<file path="src/hdl/oramSettings.svh">
//------------------------------------------------
// ORAM DRAM front end geometry
// Tree, bucket and bus sizes for the init path
//------------------------------------------------
`ifndef ORAM_SETTINGS_SVH
`define ORAM_SETTINGS_SVH

// Tree shape
`define ORAM_LEVELS         3
`define NUM_SUBTREES        2
// Bucket slots plus one wasted bucket per subtree
`define NUM_BUCKETS         ((1 << (`ORAM_LEVELS + 1)) + `NUM_SUBTREES)
`define BUCKET_DR_WORDS     4

// DDR side
`define DDR_ADDR_WIDTH      16
`define DDR_CMD_WIDTH       3
`define DDR_DATA_WIDTH      64

// Bucket encryption data path
`define BED_WIDTH           16
`define FLITS_PER_HEADER    ((`DDR_DATA_WIDTH + `BED_WIDTH - 1) / `BED_WIDTH)

// Header fields
`define IV_WIDTH            16
`define IV_INIT_VALUE       16'h0000
`define VALID_BITS          4

// Host config port
`define CFG_ADDR_WIDTH      2
`define CFG_DATA_WIDTH      16

`endif

</file>
<file path="src/hdl/oramPkg.sv">
//------------------------------------------------
// ORAM front end shared types
//------------------------------------------------
`default_nettype none

`include "oramSettings.svh"

package oramPkg;

	// DDR command encodings
	typedef enum logic [`DDR_CMD_WIDTH-1:0] {
		ddrWrite = 3'b000,
		ddrRead  = 3'b001,
		ddrNop   = 3'b111
	} ddrCmd;

	// One command beat on the DRAM command port
	typedef struct packed {
		logic [`DDR_ADDR_WIDTH-1:0] address;
		ddrCmd                      command;
	} dramCommand;

	// Unused upper bits of a header word
	localparam int headerPadWidth = `DDR_DATA_WIDTH - `VALID_BITS - `IV_WIDTH;

	// Bucket header layout, iv in the low bits
	typedef struct packed {
		logic [headerPadWidth-1:0] padding;
		logic [`VALID_BITS-1:0]    valid;
		logic [`IV_WIDTH-1:0]      iv;
	} bucketHeader;

	// Narrow write data beat
	typedef struct packed {
		logic [`BED_WIDTH-1:0] data;
	} writeFlit;

	// Host register map
	typedef enum logic [`CFG_ADDR_WIDTH-1:0] {
		ivReg      = 2'd0,
		controlReg = 2'd1,
		statusReg  = 2'd2
	} cfgSel;

endpackage

`default_nettype wire

</file>
<file path="src/hdl/dramInitializer.sv">
//------------------------------------------------
// DRAM initializer
// Writes a fresh header into every tree bucket
//------------------------------------------------
`timescale 1ns/100ps
`default_nettype none

`include "oramSettings.svh"

module dramInitializer (
	input  wire logic                       Clock,
	input  wire logic                       rst,
	input  wire logic                       armed,
	input  wire logic [`IV_WIDTH-1:0]       ivValue,
	output oramPkg::dramCommand             cmd,
	output logic                            cmdValid,
	input  wire logic                       cmdReady,
	output logic      [`DDR_DATA_WIDTH-1:0] headerWord,
	output logic                            headerValid,
	input  wire logic                       headerReady,
	input  wire logic                       flitAccepted,
	output logic                            initDone
);

	//------------------------------------------------
	// Sizes
	//------------------------------------------------

	// Address just past the last bucket
	localparam int LastAddr   = `NUM_BUCKETS * `BUCKET_DR_WORDS;
	localparam int TotalFlits = `NUM_BUCKETS * `FLITS_PER_HEADER;
	localparam int HdrCntW    = $clog2(`NUM_BUCKETS + 1);
	localparam int FlitCntW   = $clog2(TotalFlits + 1);

	logic [`DDR_ADDR_WIDTH-1:0] cmdAddr;
	logic [HdrCntW-1:0]         headerCount;
	logic [FlitCntW-1:0]        flitCount;
	oramPkg::bucketHeader       header;
	logic                       cmdsFinal;
	logic                       flitsFinal;

	//------------------------------------------------
	// Commands
	//------------------------------------------------

	// Address counter doubles as command count
	always_ff @(posedge Clock) begin
		if (rst) begin
			cmdAddr <= '0;
		end else if (cmdValid && cmdReady) begin
			cmdAddr <= cmdAddr + `DDR_ADDR_WIDTH'(`BUCKET_DR_WORDS);
		end
	end

	assign cmdValid    = armed && (cmdAddr != `DDR_ADDR_WIDTH'(LastAddr));
	assign cmd.address = cmdAddr;
	// Init only ever writes
	assign cmd.command = oramPkg::ddrWrite;

	//------------------------------------------------
	// Header words
	//------------------------------------------------
	always_comb begin
		header         = '0;
		// Fresh bucket, nothing valid
		header.valid   = '0;
		header.iv      = ivValue;
		headerWord     = header;
	end

	// One header per bucket, held until taken
	assign headerValid = armed && (headerCount != HdrCntW'(`NUM_BUCKETS));

	always_ff @(posedge Clock) begin
		if (rst) begin
			headerCount <= '0;
		end else if (headerValid && headerReady) begin
			headerCount <= headerCount + 1'b1;
		end
	end

	//------------------------------------------------
	// Flit tracking
	//------------------------------------------------
	always_ff @(posedge Clock) begin
		if (rst) begin
			flitCount <= '0;
		end else if (flitAccepted) begin
			flitCount <= flitCount + 1'b1;
		end
	end

	// Look ahead one beat so done lands on the next cycle
	assign flitsFinal = (flitCount == FlitCntW'(TotalFlits)) ||
		(flitAccepted && (flitCount == FlitCntW'(TotalFlits - 1)));

	assign cmdsFinal = (cmdAddr == `DDR_ADDR_WIDTH'(LastAddr)) ||
		(cmdValid && cmdReady &&
		(cmdAddr == `DDR_ADDR_WIDTH'(LastAddr - `BUCKET_DR_WORDS)));

	//------------------------------------------------
	// Completion
	//------------------------------------------------
	always_ff @(posedge Clock) begin
		if (rst) begin
			initDone <= 1'b0;
		end else if (flitsFinal && cmdsFinal) begin
			// Stays set, no re-init without reset
			initDone <= 1'b1;
		end
	end

endmodule

`default_nettype wire

</file>
<file path="src/hdl/dramPortMux.sv">
//------------------------------------------------
// DRAM port mux
// Init owns the DRAM ports until done, then ORAM
//------------------------------------------------
`timescale 1ns/100ps
`default_nettype none

module dramPortMux (
	input  wire logic                initDone,

	// Initializer side
	input  wire oramPkg::dramCommand initCmd,
	input  wire logic                initCmdValid,
	output logic                     initCmdReady,
	input  wire oramPkg::writeFlit   initFlit,
	input  wire logic                initFlitValid,
	output logic                     initFlitReady,

	// ORAM controller side
	input  wire oramPkg::dramCommand oramCmd,
	input  wire logic                oramCmdValid,
	output logic                     oramCmdReady,
	input  wire oramPkg::writeFlit   oramWrite,
	input  wire logic                oramWriteValid,
	output logic                     oramWriteReady,

	// DRAM side
	output oramPkg::dramCommand      dramCmd,
	output logic                     dramCmdValid,
	input  wire logic                dramCmdReady,
	output oramPkg::writeFlit        dramWrite,
	output logic                     dramWriteValid,
	input  wire logic                dramWriteReady
);

	//------------------------------------------------
	// Command stream
	//------------------------------------------------
	assign dramCmd      = initDone ? oramCmd : initCmd;
	assign dramCmdValid = initDone ? oramCmdValid : initCmdValid;

	// Inactive side sees no ready
	assign initCmdReady = ~initDone & dramCmdReady;
	assign oramCmdReady = initDone & dramCmdReady;

	//------------------------------------------------
	// Write data stream
	//------------------------------------------------
	assign dramWrite      = initDone ? oramWrite : initFlit;
	assign dramWriteValid = initDone ? oramWriteValid : initFlitValid;

	// Stalls here never touch the command stream
	assign initFlitReady  = ~initDone & dramWriteReady;
	assign oramWriteReady = initDone & dramWriteReady;

	// ORAM traffic offered early just waits
	// since its ready stays low until done

endmodule

`default_nettype wire

</file>
<file path="src/hdl/initConfigRegs.sv">
//------------------------------------------------
// Init config registers
// Holds the initial IV, sticky arm bit and status
//------------------------------------------------
`timescale 1ns/100ps
`default_nettype none

`include "oramSettings.svh"

module initConfigRegs (
	input  wire logic                       Clock,
	input  wire logic                       rst,
	input  wire logic                       cfgWrite,
	input  wire oramPkg::cfgSel             cfgAddr,
	input  wire logic [`CFG_DATA_WIDTH-1:0] cfgWriteData,
	output logic      [`CFG_DATA_WIDTH-1:0] cfgReadData,
	input  wire logic                       initDone,
	output logic      [`IV_WIDTH-1:0]       ivValue,
	output logic                            armed
);

	//------------------------------------------------
	// Register writes
	//------------------------------------------------
	always_ff @(posedge Clock) begin
		if (rst) begin
			ivValue <= `IV_INIT_VALUE;
			armed   <= 1'b0;
		end else if (cfgWrite) begin
			case (cfgAddr)
				oramPkg::ivReg: begin
					ivValue <= cfgWriteData[`IV_WIDTH-1:0];
				end
				oramPkg::controlReg: begin
					// Arm is sticky until reset
					armed <= armed | cfgWriteData[0];
				end
				// Status is read-only
				default: ;
			endcase
		end
	end

	//------------------------------------------------
	// Read decode
	//------------------------------------------------
	always_comb begin
		cfgReadData = '0;
		case (cfgAddr)
			oramPkg::ivReg:      cfgReadData[`IV_WIDTH-1:0] = ivValue;
			oramPkg::controlReg: cfgReadData[0] = armed;
			// Bit 0 done, bit 1 armed
			oramPkg::statusReg:  cfgReadData[1:0] = {armed, initDone};
			default: ;
		endcase
	end

endmodule

`default_nettype wire

</file>
<file path="src/hdl/oramDramFront.sv">
//------------------------------------------------
// ORAM DRAM front end top
// Bucket header init, then hands DRAM to the ORAM
//------------------------------------------------
`timescale 1ns/100ps
`default_nettype none

`include "oramSettings.svh"

module oramDramFront (
	input  wire logic                       Clock,
	input  wire logic                       rst,
	// Host config
	input  wire logic                       cfgWrite,
	input  wire oramPkg::cfgSel             cfgAddr,
	input  wire logic [`CFG_DATA_WIDTH-1:0] cfgWriteData,
	output logic      [`CFG_DATA_WIDTH-1:0] cfgReadData,
	// ORAM controller
	input  wire oramPkg::dramCommand        oramCmd,
	input  wire logic                       oramCmdValid,
	output logic                            oramCmdReady,
	input  wire oramPkg::writeFlit          oramWrite,
	input  wire logic                       oramWriteValid,
	output logic                            oramWriteReady,
	// DRAM
	output oramPkg::dramCommand             dramCmd,
	output logic                            dramCmdValid,
	input  wire logic                       dramCmdReady,
	output oramPkg::writeFlit               dramWrite,
	output logic                            dramWriteValid,
	input  wire logic                       dramWriteReady,
	output logic                            initDone
);

	logic [`IV_WIDTH-1:0]       ivValue;
	logic                       armed;
	oramPkg::dramCommand        initCmd;
	logic                       initCmdValid, initCmdReady;
	logic [`DDR_DATA_WIDTH-1:0] headerWord;
	logic                       headerValid, headerReady;
	oramPkg::writeFlit          initFlit;
	logic                       initFlitValid, initFlitReady;
	logic                       flitAccepted;

	//------------------------------------------------
	// Host registers
	//------------------------------------------------
	initConfigRegs i_initConfigRegs (
		.Clock(Clock), .rst(rst),
		.cfgWrite(cfgWrite), .cfgAddr(cfgAddr),
		.cfgWriteData(cfgWriteData), .cfgReadData(cfgReadData),
		.initDone(initDone), .ivValue(ivValue), .armed(armed)
	);

	//------------------------------------------------
	// Header generation and narrowing
	//------------------------------------------------

	// Count flits as they leave the shifter
	assign flitAccepted = initFlitValid & initFlitReady;

	dramInitializer i_dramInitializer (
		.Clock(Clock), .rst(rst),
		.armed(armed), .ivValue(ivValue),
		.cmd(initCmd), .cmdValid(initCmdValid), .cmdReady(initCmdReady),
		.headerWord(headerWord), .headerValid(headerValid),
		.headerReady(headerReady),
		.flitAccepted(flitAccepted), .initDone(initDone)
	);

	widthDownShifter i_widthDownShifter (
		.Clock(Clock), .rst(rst),
		.inWord(headerWord), .inValid(headerValid), .inReady(headerReady),
		.outFlit(initFlit), .outValid(initFlitValid), .outReady(initFlitReady)
	);

	//------------------------------------------------
	// Port ownership
	//------------------------------------------------
	dramPortMux i_dramPortMux (
		.initDone(initDone),
		.initCmd(initCmd), .initCmdValid(initCmdValid), .initCmdReady(initCmdReady),
		.initFlit(initFlit), .initFlitValid(initFlitValid),
		.initFlitReady(initFlitReady),
		.oramCmd(oramCmd), .oramCmdValid(oramCmdValid), .oramCmdReady(oramCmdReady),
		.oramWrite(oramWrite), .oramWriteValid(oramWriteValid),
		.oramWriteReady(oramWriteReady),
		.dramCmd(dramCmd), .dramCmdValid(dramCmdValid), .dramCmdReady(dramCmdReady),
		.dramWrite(dramWrite), .dramWriteValid(dramWriteValid),
		.dramWriteReady(dramWriteReady)
	);

endmodule

`default_nettype wire

</file>
<file path="src/hdl/widthDownShifter.sv">
//------------------------------------------------
// Width down shifter
// Takes one DDR-wide word, emits narrow flits LSB first
//------------------------------------------------
`timescale 1ns/100ps
`default_nettype none

`include "oramSettings.svh"

module widthDownShifter (
	input  wire logic                       Clock,
	input  wire logic                       rst,
	input  wire logic [`DDR_DATA_WIDTH-1:0] inWord,
	input  wire logic                       inValid,
	output logic                            inReady,
	output oramPkg::writeFlit               outFlit,
	output logic                            outValid,
	input  wire logic                       outReady
);

	// Enough bits to hold a full flit count
	localparam int CntWidth = $clog2(`FLITS_PER_HEADER + 1);

	logic [`DDR_DATA_WIDTH-1:0] shiftReg;
	logic [CntWidth-1:0]        flitsLeft;
	logic                       wordTaken;
	logic                       flitTaken;

	//------------------------------------------------
	// Handshakes
	//------------------------------------------------

	// Only load when fully drained
	assign inReady   = (flitsLeft == '0);
	assign outValid  = (flitsLeft != '0);

	assign wordTaken = inValid & inReady;
	assign flitTaken = outValid & outReady;

	// Lowest slice is always the current flit
	assign outFlit.data = shiftReg[`BED_WIDTH-1:0];

	//------------------------------------------------
	// Flit counter
	//------------------------------------------------
	always_ff @(posedge Clock) begin
		if (rst) begin
			flitsLeft <= '0;
		end else if (wordTaken) begin
			// First flit valid next cycle
			flitsLeft <= CntWidth'(`FLITS_PER_HEADER);
		end else if (flitTaken) begin
			flitsLeft <= flitsLeft - 1'b1;
		end
	end

	//------------------------------------------------
	// Shift register
	//------------------------------------------------
	always_ff @(posedge Clock) begin
		if (wordTaken) begin
			shiftReg <= inWord;
		end else if (flitTaken) begin
			// Drop the sent flit, next one moves down
			shiftReg <= shiftReg >> `BED_WIDTH;
		end
	end

	// Load and shift never overlap
	// since input ready implies no flit is valid

endmodule

`default_nettype wire

</file>
<file path="config.mk">
export PLATFORM = sky130hd
export DESIGN_NAME = oramDramFront
export DESIGN_NICKNAME = d
export VERILOG_FILES = /design/src/hdl/oramPkg.sv /design/src/hdl/dramInitializer.sv /design/src/hdl/dramPortMux.sv /design/src/hdl/initConfigRegs.sv /design/src/hdl/oramDramFront.sv /design/src/hdl/widthDownShifter.sv
export VERILOG_INCLUDE_DIRS = /design/src /design/src/hdl
export SDC_FILE = /design/constraint.sdc
export NUM_CORES = 1
export LEC_CHECK = 0
export BUFFER_PORTS_ARGS = -buffer_cell sky130_fd_sc_hd__buf_4
export CORE_ASPECT_RATIO = 0.9
export CORE_MARGIN = 5
export CORE_UTILIZATION = 50
export CTS_CLUSTER_SIZE = 28
export DETAILED_ROUTE_END_ITERATION = 8
export GPL_TIMING_DRIVEN = 0
export PLACE_DENSITY_LB_ADDON = 0.25
export SETUP_SLACK_MARGIN = 0.3
export SYNTH_ARGS = -nofsm -noshare
export SYNTH_HDL_FRONTEND = slang
export SYNTH_SLANG_ARGS = --single-unit
</file>
<file path="constraint.sdc">
create_clock -name Clock -period 2.68 [get_ports Clock]
set_clock_uncertainty 0.05 [all_clocks]
set_input_delay 0.536 -clock Clock [delete_from_list [all_inputs] [get_ports Clock]]
set_output_delay 0.536 -clock Clock [all_outputs]
set_load 0.02 [all_outputs]
</file>
* Yosys cells after proc, flatten, opt, wreduce, memory -nomap -nowiden
Index checks and enable logic that the tools add are counted.
** Storage, ports and cells
- Register bits :: 65
- Output and inout port bits :: 56
- Word-level logic and storage cells :: 56
** Operators by class
- $add $sub $neg :: 4
- Equal/unequal tests :: 8
- Mux-type cells :: 11
- Bitwise operators :: 8
- Reduce and logical (&&, ||, !) cells :: 16
** Operators with widths (number)
- $mux 16 :: 3
- $eq 16x7->1 const B :: 2
- $mux 19 :: 1
- $add 16x3->16 const B :: 1
- $ne 16x7->1 const B :: 1
- $eq 7x7->1 const B :: 2
- $mux 14 :: 1
- $add 7x1->7 const B :: 1
- $logic_and 1x1->1 :: 7
- $and 1x1->1 :: 6
- $mux 3 :: 2
- $add 5x1->5 const B :: 1
- $ne 5x5->1 const B :: 1
- $reduce_and 2->1 :: 2
- $logic_not 3->1 :: 1
- $pmux 1 s3 :: 1
- $reduce_bool 3->1 :: 1
- $sub 3x1->3 const B :: 1
- $eq 2x1->1 const B :: 1
- $eq 2x2->1 const B :: 1
- $logic_not 2->1 :: 1
- $logic_or 1x1->1 :: 2
- $mux 1 :: 2
- $pmux 1 s2 :: 1
- other kinds (4) :: 4

* Longest topological paths before layout
Gate-level depths: netlist of the first run.
- Word-level depth :: 6
- Depth in mapped cells :: 8
- Depth with buffers taken out :: 7

* By module
From an unflattened synthesis of the first run, not the netlist that was laid out.
** Second synthesis, totals
- Cells, all modules :: 531
- Area, all modules :: 6366.1 um^2
** By module, submodules not included
- widthDownShifter :: times used 1, cells an instance 172, area each 2949.1 um^2
- dramInitializer :: times used 1, cells an instance 217, area each 1846.8 um^2
- initConfigRegs :: times used 1, cells an instance 95, area each 904.6 um^2
- dramPortMux :: times used 1, cells an instance 46, area each 659.4 um^2
- oramDramFront :: times used 1, cells an instance 1, area each 6.3 um^2

* Worst setup path after synthesis of the first run
No wires, ideal clock.
- Path type :: flip-flop to flip-flop
- Start :: reg i_widthDownShifter.flitsLeft[0]
- End :: reg i_widthDownShifter.shiftReg[0] (enable)
- Data arrival time :: 1.698 ns
- Data required time :: 2.296 ns
- Slack :: 0.599 ns
- Stages on the path, launching flop included :: 7
- Path buffers :: 1
- Clock period less this slack :: 2.081 ns
- Cells stage by stage :: dfxtp_1 > inv_1 > ha_1 > ha_1 > nor3b_1 > buf_2 > or2_2
** Between the ends
- Word-level cells in the longest chain between the ends :: 3
** Ends and longest elaborated chain
- from (decl) :: RTL line widthDownShifter.sv:25 : logic [CntWidth-1:0] flitsLeft;
- from (signal assigned) :: RTL line widthDownShifter.sv:51 : flitsLeft <= CntWidth'(`FLITS_PER_HEADER);
- from (signal assigned) :: RTL line widthDownShifter.sv:53 : flitsLeft <= flitsLeft - 1'b1;
- $reduce_bool 3->1 / $logic_not 3->1 (equally long branches) :: RTL line widthDownShifter.sv:35, widthDownShifter.sv:34
- $and 1x1->1, on equally long branches :: RTL line widthDownShifter.sv:38, widthDownShifter.sv:37
- $reduce_bool 2->1 (no line) (*)
- to (signal assigned) :: RTL line widthDownShifter.sv:62 : shiftReg <= inWord;
- to (signal assigned) :: RTL line widthDownShifter.sv:65 : shiftReg <= shiftReg >> `BED_WIDTH;
- to (decl) :: RTL line widthDownShifter.sv:24 : logic [`DDR_DATA_WIDTH-1:0] shiftReg;
Every way passes the cells marked *; elsewhere a longest branch is shown, timed or not.
A chain may end at the register's enable or synchronous reset.

* Worst setup path after layout of the first run
- Start :: reg i_dramInitializer.cmdAddr[8]
- End :: out dramCmdValid
** Between the ends
- Word-level cells in the longest chain between the ends :: 3
** Ends and longest elaborated chain
- from (decl) :: RTL line dramInitializer.sv:35 : logic [`DDR_ADDR_WIDTH-1:0] cmdAddr;
- from (signal assigned) :: RTL line dramInitializer.sv:51 : cmdAddr <= cmdAddr + `DDR_ADDR_WIDTH'(`BUCKET_DR_WORDS);
- $ne 16x7->1 :: RTL line dramInitializer.sv:55 : assign cmdValid = armed && (cmdAddr != `DDR_ADDR_WIDTH'(LastAddr));
- $logic_and 1x1->1 :: RTL line dramInitializer.sv:55
- $mux 1 :: RTL line dramPortMux.sv:40 : assign dramCmdValid = initDone ? oramCmdValid : initCmdValid;
- to (decl) :: RTL line oramDramFront.sv:27 : output logic dramCmdValid,
No other way between the ends.

==> results.ini, run 1 <==
[synth]
synth-edff-count = 16
synthesis.nets = 422
yosysWarnings = 0
ys.flop_type = dfxtp_1
synth_area_per_cell_sq_um = 9.09
yosysTopAreaCell = dfxtp_1
ys_types = 40
netlist_area_sq_um = 3210
synth_area_leaders = dfxtp_1 29%, edfxtp_1 15%, mux2_2 9.1%, and2_1 8.4%, nand2_1 5.7%
synth_most_common_cell = nand2_1
synth_top_cell_area_share = 0.293
synthTopCellsByCount = 49 x nand2_1, 47 x dfxtp_1, 43 x and2_1
ys_ff_latch = 63
async_reset_ff_frac = 0
syn_inst = 353
ys_seq_area_frac = 0.443

[power_and_ir_drop]
p_seq_frac = 0.458
swShare = 0.310
finalPower_mw = 2.54
power.leakage_nw = 1.88
ir_drop_v = 0.000416
switchingPower_mw = 0.787
comb_power_share = 0.270
power_density_nw_per_um2 = 580
clkPwrFrac = 0.272
p_int_mw = 1.75

[worst_setup_path]
r2r-start = i_widthDownShifter.flitsLeft[0]$_SDFFE_PP0P_
end_kind = output port
path_class = reg -> out
path_cells = nor4_2, nand4_1, nand2_1, o21ai_0, buf_4
critical_path.startpoint = i_dramInitializer.cmdAddr[8]$_SDFFE_PP0P_
reg2reg_to = i_widthDownShifter.shiftReg[3]$_SDFFCE_PN0P_
max_stage_delay_ps = 390
crit_path_end = dramCmdValid
required_ps = 2090
crit_arrival_ps = 1730
r2r_cells = 6
reg2reg_slack_ps = 510
crit_fanout = 6
critical_path.slowest_cell = dfxtp_1
start_kind = flip-flop

[layout]
n_antenna_cell = 0
stdcell_area_sq_um = 4380
layout-drive-gt1-share = 0.360
area_growth_pct = 36.5
layout.nets = 548

[die]
rows = 27
start_util = 0.519
coreArea_sq_um = 6180
dieArea_sq_um = 8120
io_pins = 116
die_x_um = 94.5
die_h_um = 86.0

[placed_design]
hpwl_um = 6160
port_buffers = 115
gp_congestion = 0.814
placed_area_sq_um = 4180

[global_routing]
grt_max_degree = 17
track_usage = 0.206
antenna_found_initial = 0
grt_pass1_vias = 2919
overflow = 0
grt_pass1_wl_um = 13200

[status]
status = finished, final reports clean

[timing]
worst_slew_pin_slew_ps = 527
clock.fmax_ghz = 0.433
slew-limit-headroom = 0.649
slew_viol_final = 0
setup_viol = 0
min_period_over_period = 0.863
rsz0062_at_grt = true
tns_ps = 0
hold_violations = 0
period_needed_ps = 2310

[drt]
routed_wl_um = 8110
via_per_inst = 5.09
drt_iter0_drc = 130
drc_errors = 0
vias = 2904
final_antenna_net_count = 0
dr.pass1.iters = 4
wl_per_cell_um = 14.2

[clocking]
cts_resized = 7
cts_made_buffers = 9
clockBufferDepth = 2
cts_tree = done
clk_pin_slew_ps = 60
cts.sinks = 63
root_buffer = clkbuf_8
cts_max_level = 3
holdBufCountCts = 0
post_cts_buffers = 0
clkLatencyLatePin_ps = 340

[hold_path]
hp-class = in -> reg

[job]
cap_violations = 0

## how the worst min path moves through the flow
stage	slack, ps	startpoint	endpoint	cells past startpoint
final	360	rst	i_widthDownShifter.flitsLeft[1]$_SDFFE_PP0P_	2
after global routing	350	rst	i_widthDownShifter.flitsLeft[1]$_SDFFE_PP0P_	2
after CTS	350	rst	i_widthDownShifter.flitsLeft[1]$_SDFFE_PP0P_	2
after detailed placement	400	i_initConfigRegs.ivValue[13]$_SDFFE_PP0P_	i_initConfigRegs.ivValue[13]$_SDFFE_PP0P_	2
after global placement	400	i_initConfigRegs.ivValue[9]$_SDFFE_PP0P_	i_initConfigRegs.ivValue[9]$_SDFFE_PP0P_	2
after floorplan	390	i_initConfigRegs.ivValue[10]$_SDFFE_PP0P_	i_initConfigRegs.ivValue[10]$_SDFFE_PP0P_	2
## cell families (layout without fill, tap and decap cells)
logic type,after synthesis,in the layout,share of synthesized area
simple gates,155,155,0.253
buf+inv,34,165,0.0413
fa+ha+maj,9,9,0.0351
compound gates,46,46,0.0807
xor+xnor,18,18,0.0491
flops,63,63,0.443
mux,28,28,0.0975
## layout by cell type (no fill, tap or decap), types with 3 or more instances in the layout
cell type,netlist,layout
buf_4,0,115
nand2_1,49,49
dfxtp_1,47,47
and2_1,43,43
nor2_1,27,27
mux2_2,26,26
a21oi_1,25,25
edfxtp_1,16,16
inv_1,15,15
o21ai_0,10,10
xor2_1,10,10
nand4_1,9,9
ha_1,9,9
clkbuf_8,0,9
clkbuf_1,11,8
xnor2_1,8,8
buf_2,4,6
nand3_1,5,5
clkinv_2,0,5
and3_1,4,4
clkbuf_2,0,3
## layout make-up
type | instances | area, sq um
Buffer | 19 | 86.3
Clock buffer | 9 | 124
Clock inverter | 7 | 40.0
Fill cell | 508 | 1800
Inverter | 15 | 56.3
Multi-Input combinational cell | 256 | 1680
Sequential cell | 63 | 1420
Tap cell | 87 | 109
Timing Repair Buffer | 115 | 863
## layer usage
layer	GRT usage	up-vias	wire length (um)
li1	-	1459	-
met1	0.243	1362	3350
met4	0.0485	0	82
met5	0	-	0
met2	0.363	74	4180
met3	0.0640	9	495
## worst max-delay path, delay by kind of cell (launching register included)
kind / cells / cell delay, ps
compound gates: 1 / 80
flops: 1 / 390
simple gates: 3 / 750
buf+inv: 1 / 170
## registers in the layout, indices dropped and copies added (netlist names)
name                           count
i_widthDownShifter.flitsLeft       3
i_initConfigRegs.armed             1
i_widthDownShifter.shiftReg       16
i_dramInitializer.cmdAddr         14
i_dramInitializer.headerCount      5
i_dramInitializer.initDone         1
i_dramInitializer.flitCount        7
i_initConfigRegs.ivValue          16
## power groups by stage
| stage | clock network [mW] | registers, mW | logic (mW) |
|---|---|---|---|
| floorplan | 0 | 1.17 | 0.405 |
| global placement | 0 | 1.18 | 0.664 |
| detailed placement | 0 | 1.18 | 0.684 |
| CTS | 0.707 | 1.16 | 0.691 |
| global route | 0.746 | 1.18 | 0.754 |
| finish | 0.691 | 1.16 | 0.686 |
## per-stage QoR
stage	setup WS, ps	hold slack, ps	cells	util
after floorplan	599	390	353	-
after global placement	208	398	555	0.676
after detailed placement	159	402	555	0.676
after CTS	302	347	571	0.707
after global routing	248	354	571	0.709
final	368	361	571	0.709
Power figures use the tool's default switching activity.
==> inputs of run 2 (changes only) <==
Settings changed: CORE_UTILIZATION 50 to 45.
Clock period 2.68 ns to 2.1 ns, I/O delays scaled along.
==> run 2 against run 1 <==
Against the previous run: first-iteration DRC count rose by 47%; worst hold slack got worse by 130 ps; die area increased by 9.8%; cell count rose by 7.2%; combinational power increased by 87%; clock power increased by 64%; largest power group unchanged.
==> results.ini, run 2 (synthesis gave the netlist of run 1 again) <==
[worst_setup_path]
path_depth = 4  ; was 5
max_stage_delay_ps = 470  ; was 390 ps
path_class = reg -> out  ; unchanged
start_kind = flip-flop  ; unchanged
required_ps = 1630  ; was 2090 ps
crit_arrival_ps = 1510  ; was 1730 ps
critPathTopFamily = flip-flops  ; was simple AND/OR/NAND/NOR gates
crit_fanout = 7  ; was 6
end_kind = output port  ; unchanged
r2r_cells = 9  ; was 6
path_buf_inv = 3  ; was 1
critical_path.slowest_cell = dfxtp_4  ; was dfxtp_1
path_cells = buf_12, buf_16, mux2_4, buf_6  ; was nor4_2, nand4_1, nand2_1, o21ai_0, buf_4

[job]
cap_violations = 0  ; unchanged

[die]
io_pins = 116  ; unchanged
die_x_um = 99.0  ; was 94.5 um
start_util = 0.458  ; was 0.519
rows = 29  ; was 27
coreArea_sq_um = 7000  ; was 6180 sq um
die_h_um = 90.1  ; was 86.0 um
dieArea_sq_um = 8920  ; was 8120 sq um

[drt]
routed_wl_um = 10800  ; was 8110 um
dr.pass1.iters = 5  ; was 4
drc_errors = 0  ; unchanged
via_per_inst = 5.35  ; was 5.09
drt_iter0_drc = 191  ; was 130
final_antenna_net_count = 0  ; unchanged
vias = 3274  ; was 2904
wl_per_cell_um = 17.6  ; was 14.2 um

[clocking]
clockBufferDepth = 2  ; unchanged
cts.sinks = 63  ; unchanged
clkLatencyLatePin_ps = 340  ; about the same
clk_pin_slew_ps = 70  ; was 60 ps
cts_made_buffers = 9  ; unchanged
root_buffer = clkbuf_8  ; unchanged
cts_tree = done  ; unchanged
cts_max_level = 3  ; unchanged

[timing]
whs_ps = 227  ; was 361 ps
tns_ps = 0  ; unchanged
slew_viol_final = 0  ; unchanged
min_period_over_period = 0.944
worst_slew_pin_slew_ps = 556  ; was 527 ps
setup_viol = 0  ; unchanged
setup_ws_ps = 118  ; was 368 ps
slew-limit-headroom = 0.629  ; was 0.649
clock.fmax_ghz = 0.505
period_needed_ps = 1980
rsz0062_at_grt = true  ; unchanged
hold_violations = 0  ; unchanged

[power_and_ir_drop]
ir_drop_v = 0.000605  ; was 0.000416 V
power_density_nw_per_um2 = 730  ; was 580 nW/um^2
power.leakage_nw = 2.29  ; was 1.88 nW

[hold_path]
holdPathStages = 2  ; unchanged
hp-class = in -> reg  ; unchanged

[placed_design]
dp_cells = 561  ; was 555
gp_congestion = 0.847  ; was 0.814
port_buffers = 115  ; unchanged
hpwl_um = 6120  ; was 6160 um
pre_cts_ws_ps = 20.8  ; was 159 ps

[global_routing]
grt_use_met1 = 0.226  ; was 0.243
use_met3 = 0.0565  ; was 0.0640
gr-usage-met2 = 0.339  ; was 0.363
top_usage_layer = met2  ; unchanged
overflow = 0  ; unchanged
grt_max_degree = 12  ; was 17
track_usage = 0.195  ; was 0.206
grt_pass1_vias = 3006  ; was 2919
antenna_found_initial = 0  ; unchanged
grt_pass1_wl_um = 14000  ; was 13200 um

[layout]
layout-drive-gt1-share = 0.487  ; was 0.360
n_antenna_cell = 0  ; unchanged
fin_cells = 612  ; was 571
fillers = 414  ; was 508
final_util = 0.763  ; was 0.709
area_growth_pct = 66.4  ; was 36.5%
reg_top3 = i_initConfigRegs.ivValue (16), i_widthDownShifter.shiftReg (16), i_dramInitializer.cmdAddr (14)  ; unchanged
final_common_cell = buf_4  ; unchanged
layout.nets = 583  ; was 548
layout_common_cells = 98 x buf_4, 47 x buf_6, 44 x nand2_1  ; was 115 x buf_4, 49 x nand2_1, 47 x dfxtp_1

[status]
status = finished, final reports clean  ; unchanged

==> run 2: cell types whose count changed in the layout (fill, tap and decap cells not counted), sizes merged <==
| cell | before | now |
|---|---|---|
| buf | 122 | 157 |
| clkinv | 5 | 2 |
| bufinv | 0 | 2 |
| clkbuf | 21 | 23 |
| clkinvlp | 2 | 0 |
| or2 | 1 | 2 |
==> run 2: per-layer routing <==
metal / part of all wire / wire length (um)
met4: 0.034 / 363
met1: 0.38 / 4100
met5: 0 / 0
met3: 0.066 / 708
met2: 0.52 / 5590
==> run 2: final timing paths <==
| path | from | end | slack (ps) |
|---|---|---|---|
| setup / recovery | i_dramInitializer.initDone$_SDFFE_PP0P_ | dramWrite[7] | 120 |
| hold / removal | rst | i_widthDownShifter.flitsLeft[1]$_SDFFE_PP0P_ | 230 |
| setup reg to reg | i_dramInitializer.cmdAddr[15]$_SDFFE_PP0P_ | i_dramInitializer.cmdAddr[3]$_SDFFE_PP0P_ | 210 |
| hold reg to reg | i_initConfigRegs.ivValue[10]$_SDFFE_PP0P_ | i_initConfigRegs.ivValue[10]$_SDFFE_PP0P_ | 410 |
==> run 2: layout make-up <==
cell class	count	area, sq um	area share
plain buffers	19	160	0.0300
flip-flops and latches	63	1450	0.272
repair buffers	149	1380	0.259
well taps	93	116	0.0218
clock buffers	12	135	0.0253
inverters	15	56.3	0.0105
multi-input cells	257	1970	0.369
clock inverters	4	70.1	0.0131
==> run 2: through the flow <==
| step | instance area, sq um | power (mW) |
|---|---|---|
| 6_report | 5340 | 3.90 |
| 3_3_place_gp | 4200 | 2.39 |
| 5_1_grt | 5340 | 4.08 |
| 3_5_place_dp | 4200 | 2.41 |
| 4_1_cts | 4720 | 3.63 |
| 2_1_floorplan | 3220 | 2.03 |
==> run 2: what timing repair did <==
| item | in CTS | in global routing |
|---|---|---|
| hold buffers | 0 | 0 |
| resized for setup | 62 | 118 |
| setup buffers | 11 | 16 |
| gates cloned | 2 | 6 |
| pin swaps | 6 | 16 |
| setup endpoints to repair | 90 | 88 |
==> run 2: power by group <==
group          internal (mW)  leakage, nW  switching [mW]
sequential              1.42        0.544          0.0702
clock                  0.666        0.104           0.459
combinational          0.680         1.64           0.605
==> inputs of run 3 (changes only) <==
Settings changed: PLACE_DENSITY from default to 0.78, PLACE_DENSITY_LB_ADDON 0.25 to default.
==> run 3 against run 2 <==
Against the previous run: total power is 5.0% lower; register-to-register slack hardly changed; worst hold slack better by 28 ps; first-iteration DRC count is 30% higher; non-clock buffer count is 5 lower; die area stayed put; setup slack worse by 35 ps; utilization is 0.59 points lower; via count is 1.2% higher; clock-buffer cell count stayed put; critical path type unchanged; largest cell class unchanged.
==> results.ini, run 3 (synthesis gave the netlist of run 1 again) <==
[status]
status = finished, final reports clean  ; unchanged

[timing]
period_needed_ps = 2020  ; was 1980 ps
setup_ws_ps = 83.0  ; was 118 ps
min_period_over_period = 0.960  ; was 0.944
setup_viol = 0  ; unchanged
rsz0062_at_grt = true  ; unchanged
slew_viol_final = 0  ; unchanged
clock.fmax_ghz = 0.496  ; was 0.505 GHz
tns_ps = 0  ; unchanged
slew-limit-headroom = 0.636  ; was 0.629
worst_slew_pin_slew_ps = 546  ; was 556 ps
hold_violations = 0  ; unchanged

[layout]
seq_area_sq_um = 1450  ; about the same
reg_top3 = i_initConfigRegs.ivValue (16), i_widthDownShifter.shiftReg (16), i_dramInitializer.cmdAddr (14)  ; unchanged
n_antenna_cell = 0  ; unchanged
layout-drive-gt1-share = 0.477  ; was 0.487
final_common_cell = buf_4  ; unchanged
area_growth_pct = 65.1  ; was 66.4%
layout_common_cells = 94 x buf_4, 47 x buf_6, 42 x nand2_1  ; was 98 x buf_4, 47 x buf_6, 44 x nand2_1
multi_input_area_sq_um = 1970  ; about the same
fillers = 419  ; was 414
layout.nets = 578  ; was 583

[power_and_ir_drop]
power.leakage_nw = 2.27  ; was 2.29 nW
switchingPower_mw = 1.13  ; about the same
ir_drop_v = 0.000568  ; was 0.000605 V
clkPwrFrac = 0.256  ; was 0.289
finalPower_mw = 3.70  ; was 3.90 mW
power_density_nw_per_um2 = 699  ; was 730 nW/um^2
comb_power_share = 0.342  ; was 0.329
p_int_mw = 2.57  ; was 2.76 mW
swShare = 0.306  ; was 0.291
p_seq_frac = 0.401  ; was 0.382

[worst_setup_path]
crit_path_end = dramCmdValid  ; was dramWrite[7]
required_ps = 1630  ; about the same
start_kind = flip-flop  ; unchanged
r2r_cells = 8  ; was 9
r2r-start = i_dramInitializer.cmdAddr[9]$_SDFFE_PP0P_  ; was i_dramInitializer.cmdAddr[15]$_SDFFE_PP0P_
critical_path.startpoint = i_dramInitializer.cmdAddr[9]$_SDFFE_PP0P_  ; was i_dramInitializer.initDone$_SDFFE_PP0P_
crit_arrival_ps = 1550  ; was 1510 ps
end_kind = output port  ; unchanged
reg2reg_slack_ps = 220  ; was 210 ps
path_class = reg -> out  ; unchanged
crit_fanout = 4  ; was 7
reg2reg_to = i_dramInitializer.cmdAddr[3]$_SDFFE_PP0P_  ; unchanged

[clocking]
root_buffer = clkbuf_8  ; unchanged
holdBufCountCts = 0  ; unchanged
cts_max_level = 3  ; unchanged
clk_pin_slew_ps = 60  ; was 70 ps
cts_made_buffers = 9  ; unchanged
clkLatencyLatePin_ps = 340  ; about the same
cts_tree = done  ; unchanged
clockBufferDepth = 2  ; unchanged
cts.sinks = 63  ; unchanged

[drt]
via_per_inst = 5.46  ; was 5.35
dr.pass1.iters = 5  ; unchanged
wl_per_cell_um = 18.8  ; was 17.6 um
drt_iter0_drc = 249  ; was 191
final_antenna_net_count = 0  ; unchanged
vias = 3312  ; was 3274
routed_wl_um = 11400  ; was 10800 um
drc_errors = 0  ; unchanged

[global_routing]
overflow = 0  ; unchanged
grt_max_degree = 11  ; was 12
top_usage_layer = met2  ; unchanged
use_met3 = 0.0472  ; was 0.0565
antenna_found_initial = 0  ; unchanged
gr-usage-met2 = 0.362  ; was 0.339
track_usage = 0.210  ; was 0.195
grt_use_met1 = 0.255  ; was 0.226
grt_pass1_wl_um = 15100  ; was 14000 um
grt_pass1_vias = 3094  ; was 3006

[die]
coreArea_sq_um = 7000  ; unchanged
die_x_um = 99.0  ; unchanged
rows = 29  ; unchanged
io_pins = 116  ; unchanged
die_h_um = 90.1  ; unchanged
start_util = 0.458  ; unchanged
dieArea_sq_um = 8920  ; unchanged

[hold_path]
min_from = rst  ; unchanged
holdPathStages = 2  ; unchanged
hp-class = in -> reg  ; unchanged

[placed_design]
port_buffers = 115  ; unchanged
hpwl_um = 6260  ; was 6120 um
pre_cts_ws_ps = 9.63  ; was 20.8 ps
gp_congestion = 0.853  ; was 0.847

[job]
cap_violations = 0  ; unchanged

## run 3: cell count changes in the layout (fill, tap and decap cells not counted), sizes merged
cell      change
buf           -4
bufinv        -2
clkbuf        -1
clkinv        +1
clkinvlp      +1
## run 3: critical path, cell delays in order, from the launching register on
cell and delay, ps:
dfxtp_4 360, nor4_4 360, nand4_1 190, nand2_1 120, o21ai_2 60, buf_6 130
## run 3: metrics by stage
step	hold WS (ps)	cell area, sq um	util	cells
floorplan	390	3220	-	353
global route	246	5300	0.757	607
global placement	398	4200	0.600	561
detailed placement	404	4200	0.600	561
CTS	253	4960	0.708	596
finish	255	5300	0.757	607
## run 3: layout make-up
cell class | instances | share of cell area
plain buffers | 19 | 0.0349
clock buffers | 12 | 0.0293
clock inverters | 4 | 0.00378
inverters | 15 | 0.0106
multi-input cells | 257 | 0.373
flip-flops and latches | 63 | 0.273
well taps | 93 | 0.0220
repair buffers | 144 | 0.254
## run 3: how the worst min path moves through the flow
stage / end
3_5_place_dp: i_initConfigRegs.ivValue[13]$_SDFFE_PP0P_
3_3_place_gp: i_initConfigRegs.ivValue[11]$_SDFFE_PP0P_
6_report: i_widthDownShifter.flitsLeft[1]$_SDFFE_PP0P_
4_1_cts: i_widthDownShifter.flitsLeft[1]$_SDFFE_PP0P_
5_1_grt: i_widthDownShifter.flitsLeft[1]$_SDFFE_PP0P_
2_1_floorplan: i_initConfigRegs.ivValue[10]$_SDFFE_PP0P_
## run 3: power groups by stage
stage          registers (mW)  logic, mW  clock network [mW]
3_5_place_dp             1.51      0.891                   0
2_1_floorplan            1.49      0.543                   0
4_1_cts                  1.48       1.12               0.951
3_3_place_gp             1.50      0.875                   0
6_report                 1.49       1.27               0.949
5_1_grt                  1.50       1.34                1.00
## run 3: what timing repair did
| action | CTS | global route |
|---|---|---|
| pin swaps | 14 | 14 |
| resized for setup | 106 | 73 |
| gates cloned | 5 | 1 |
| buffers inserted | 14 | 10 |
| endpoints found under the setup margin | 93 | 83 |
## run 3: routing by layer
| layer | part of all wire | vias up |
|---|---|---|
| li1 | - | 1517 |
| met5 | 0 | - |
| met3 | 0.073 | 46 |
| met2 | 0.51 | 188 |
| met4 | 0.038 | 0 |
| met1 | 0.38 | 1561 |
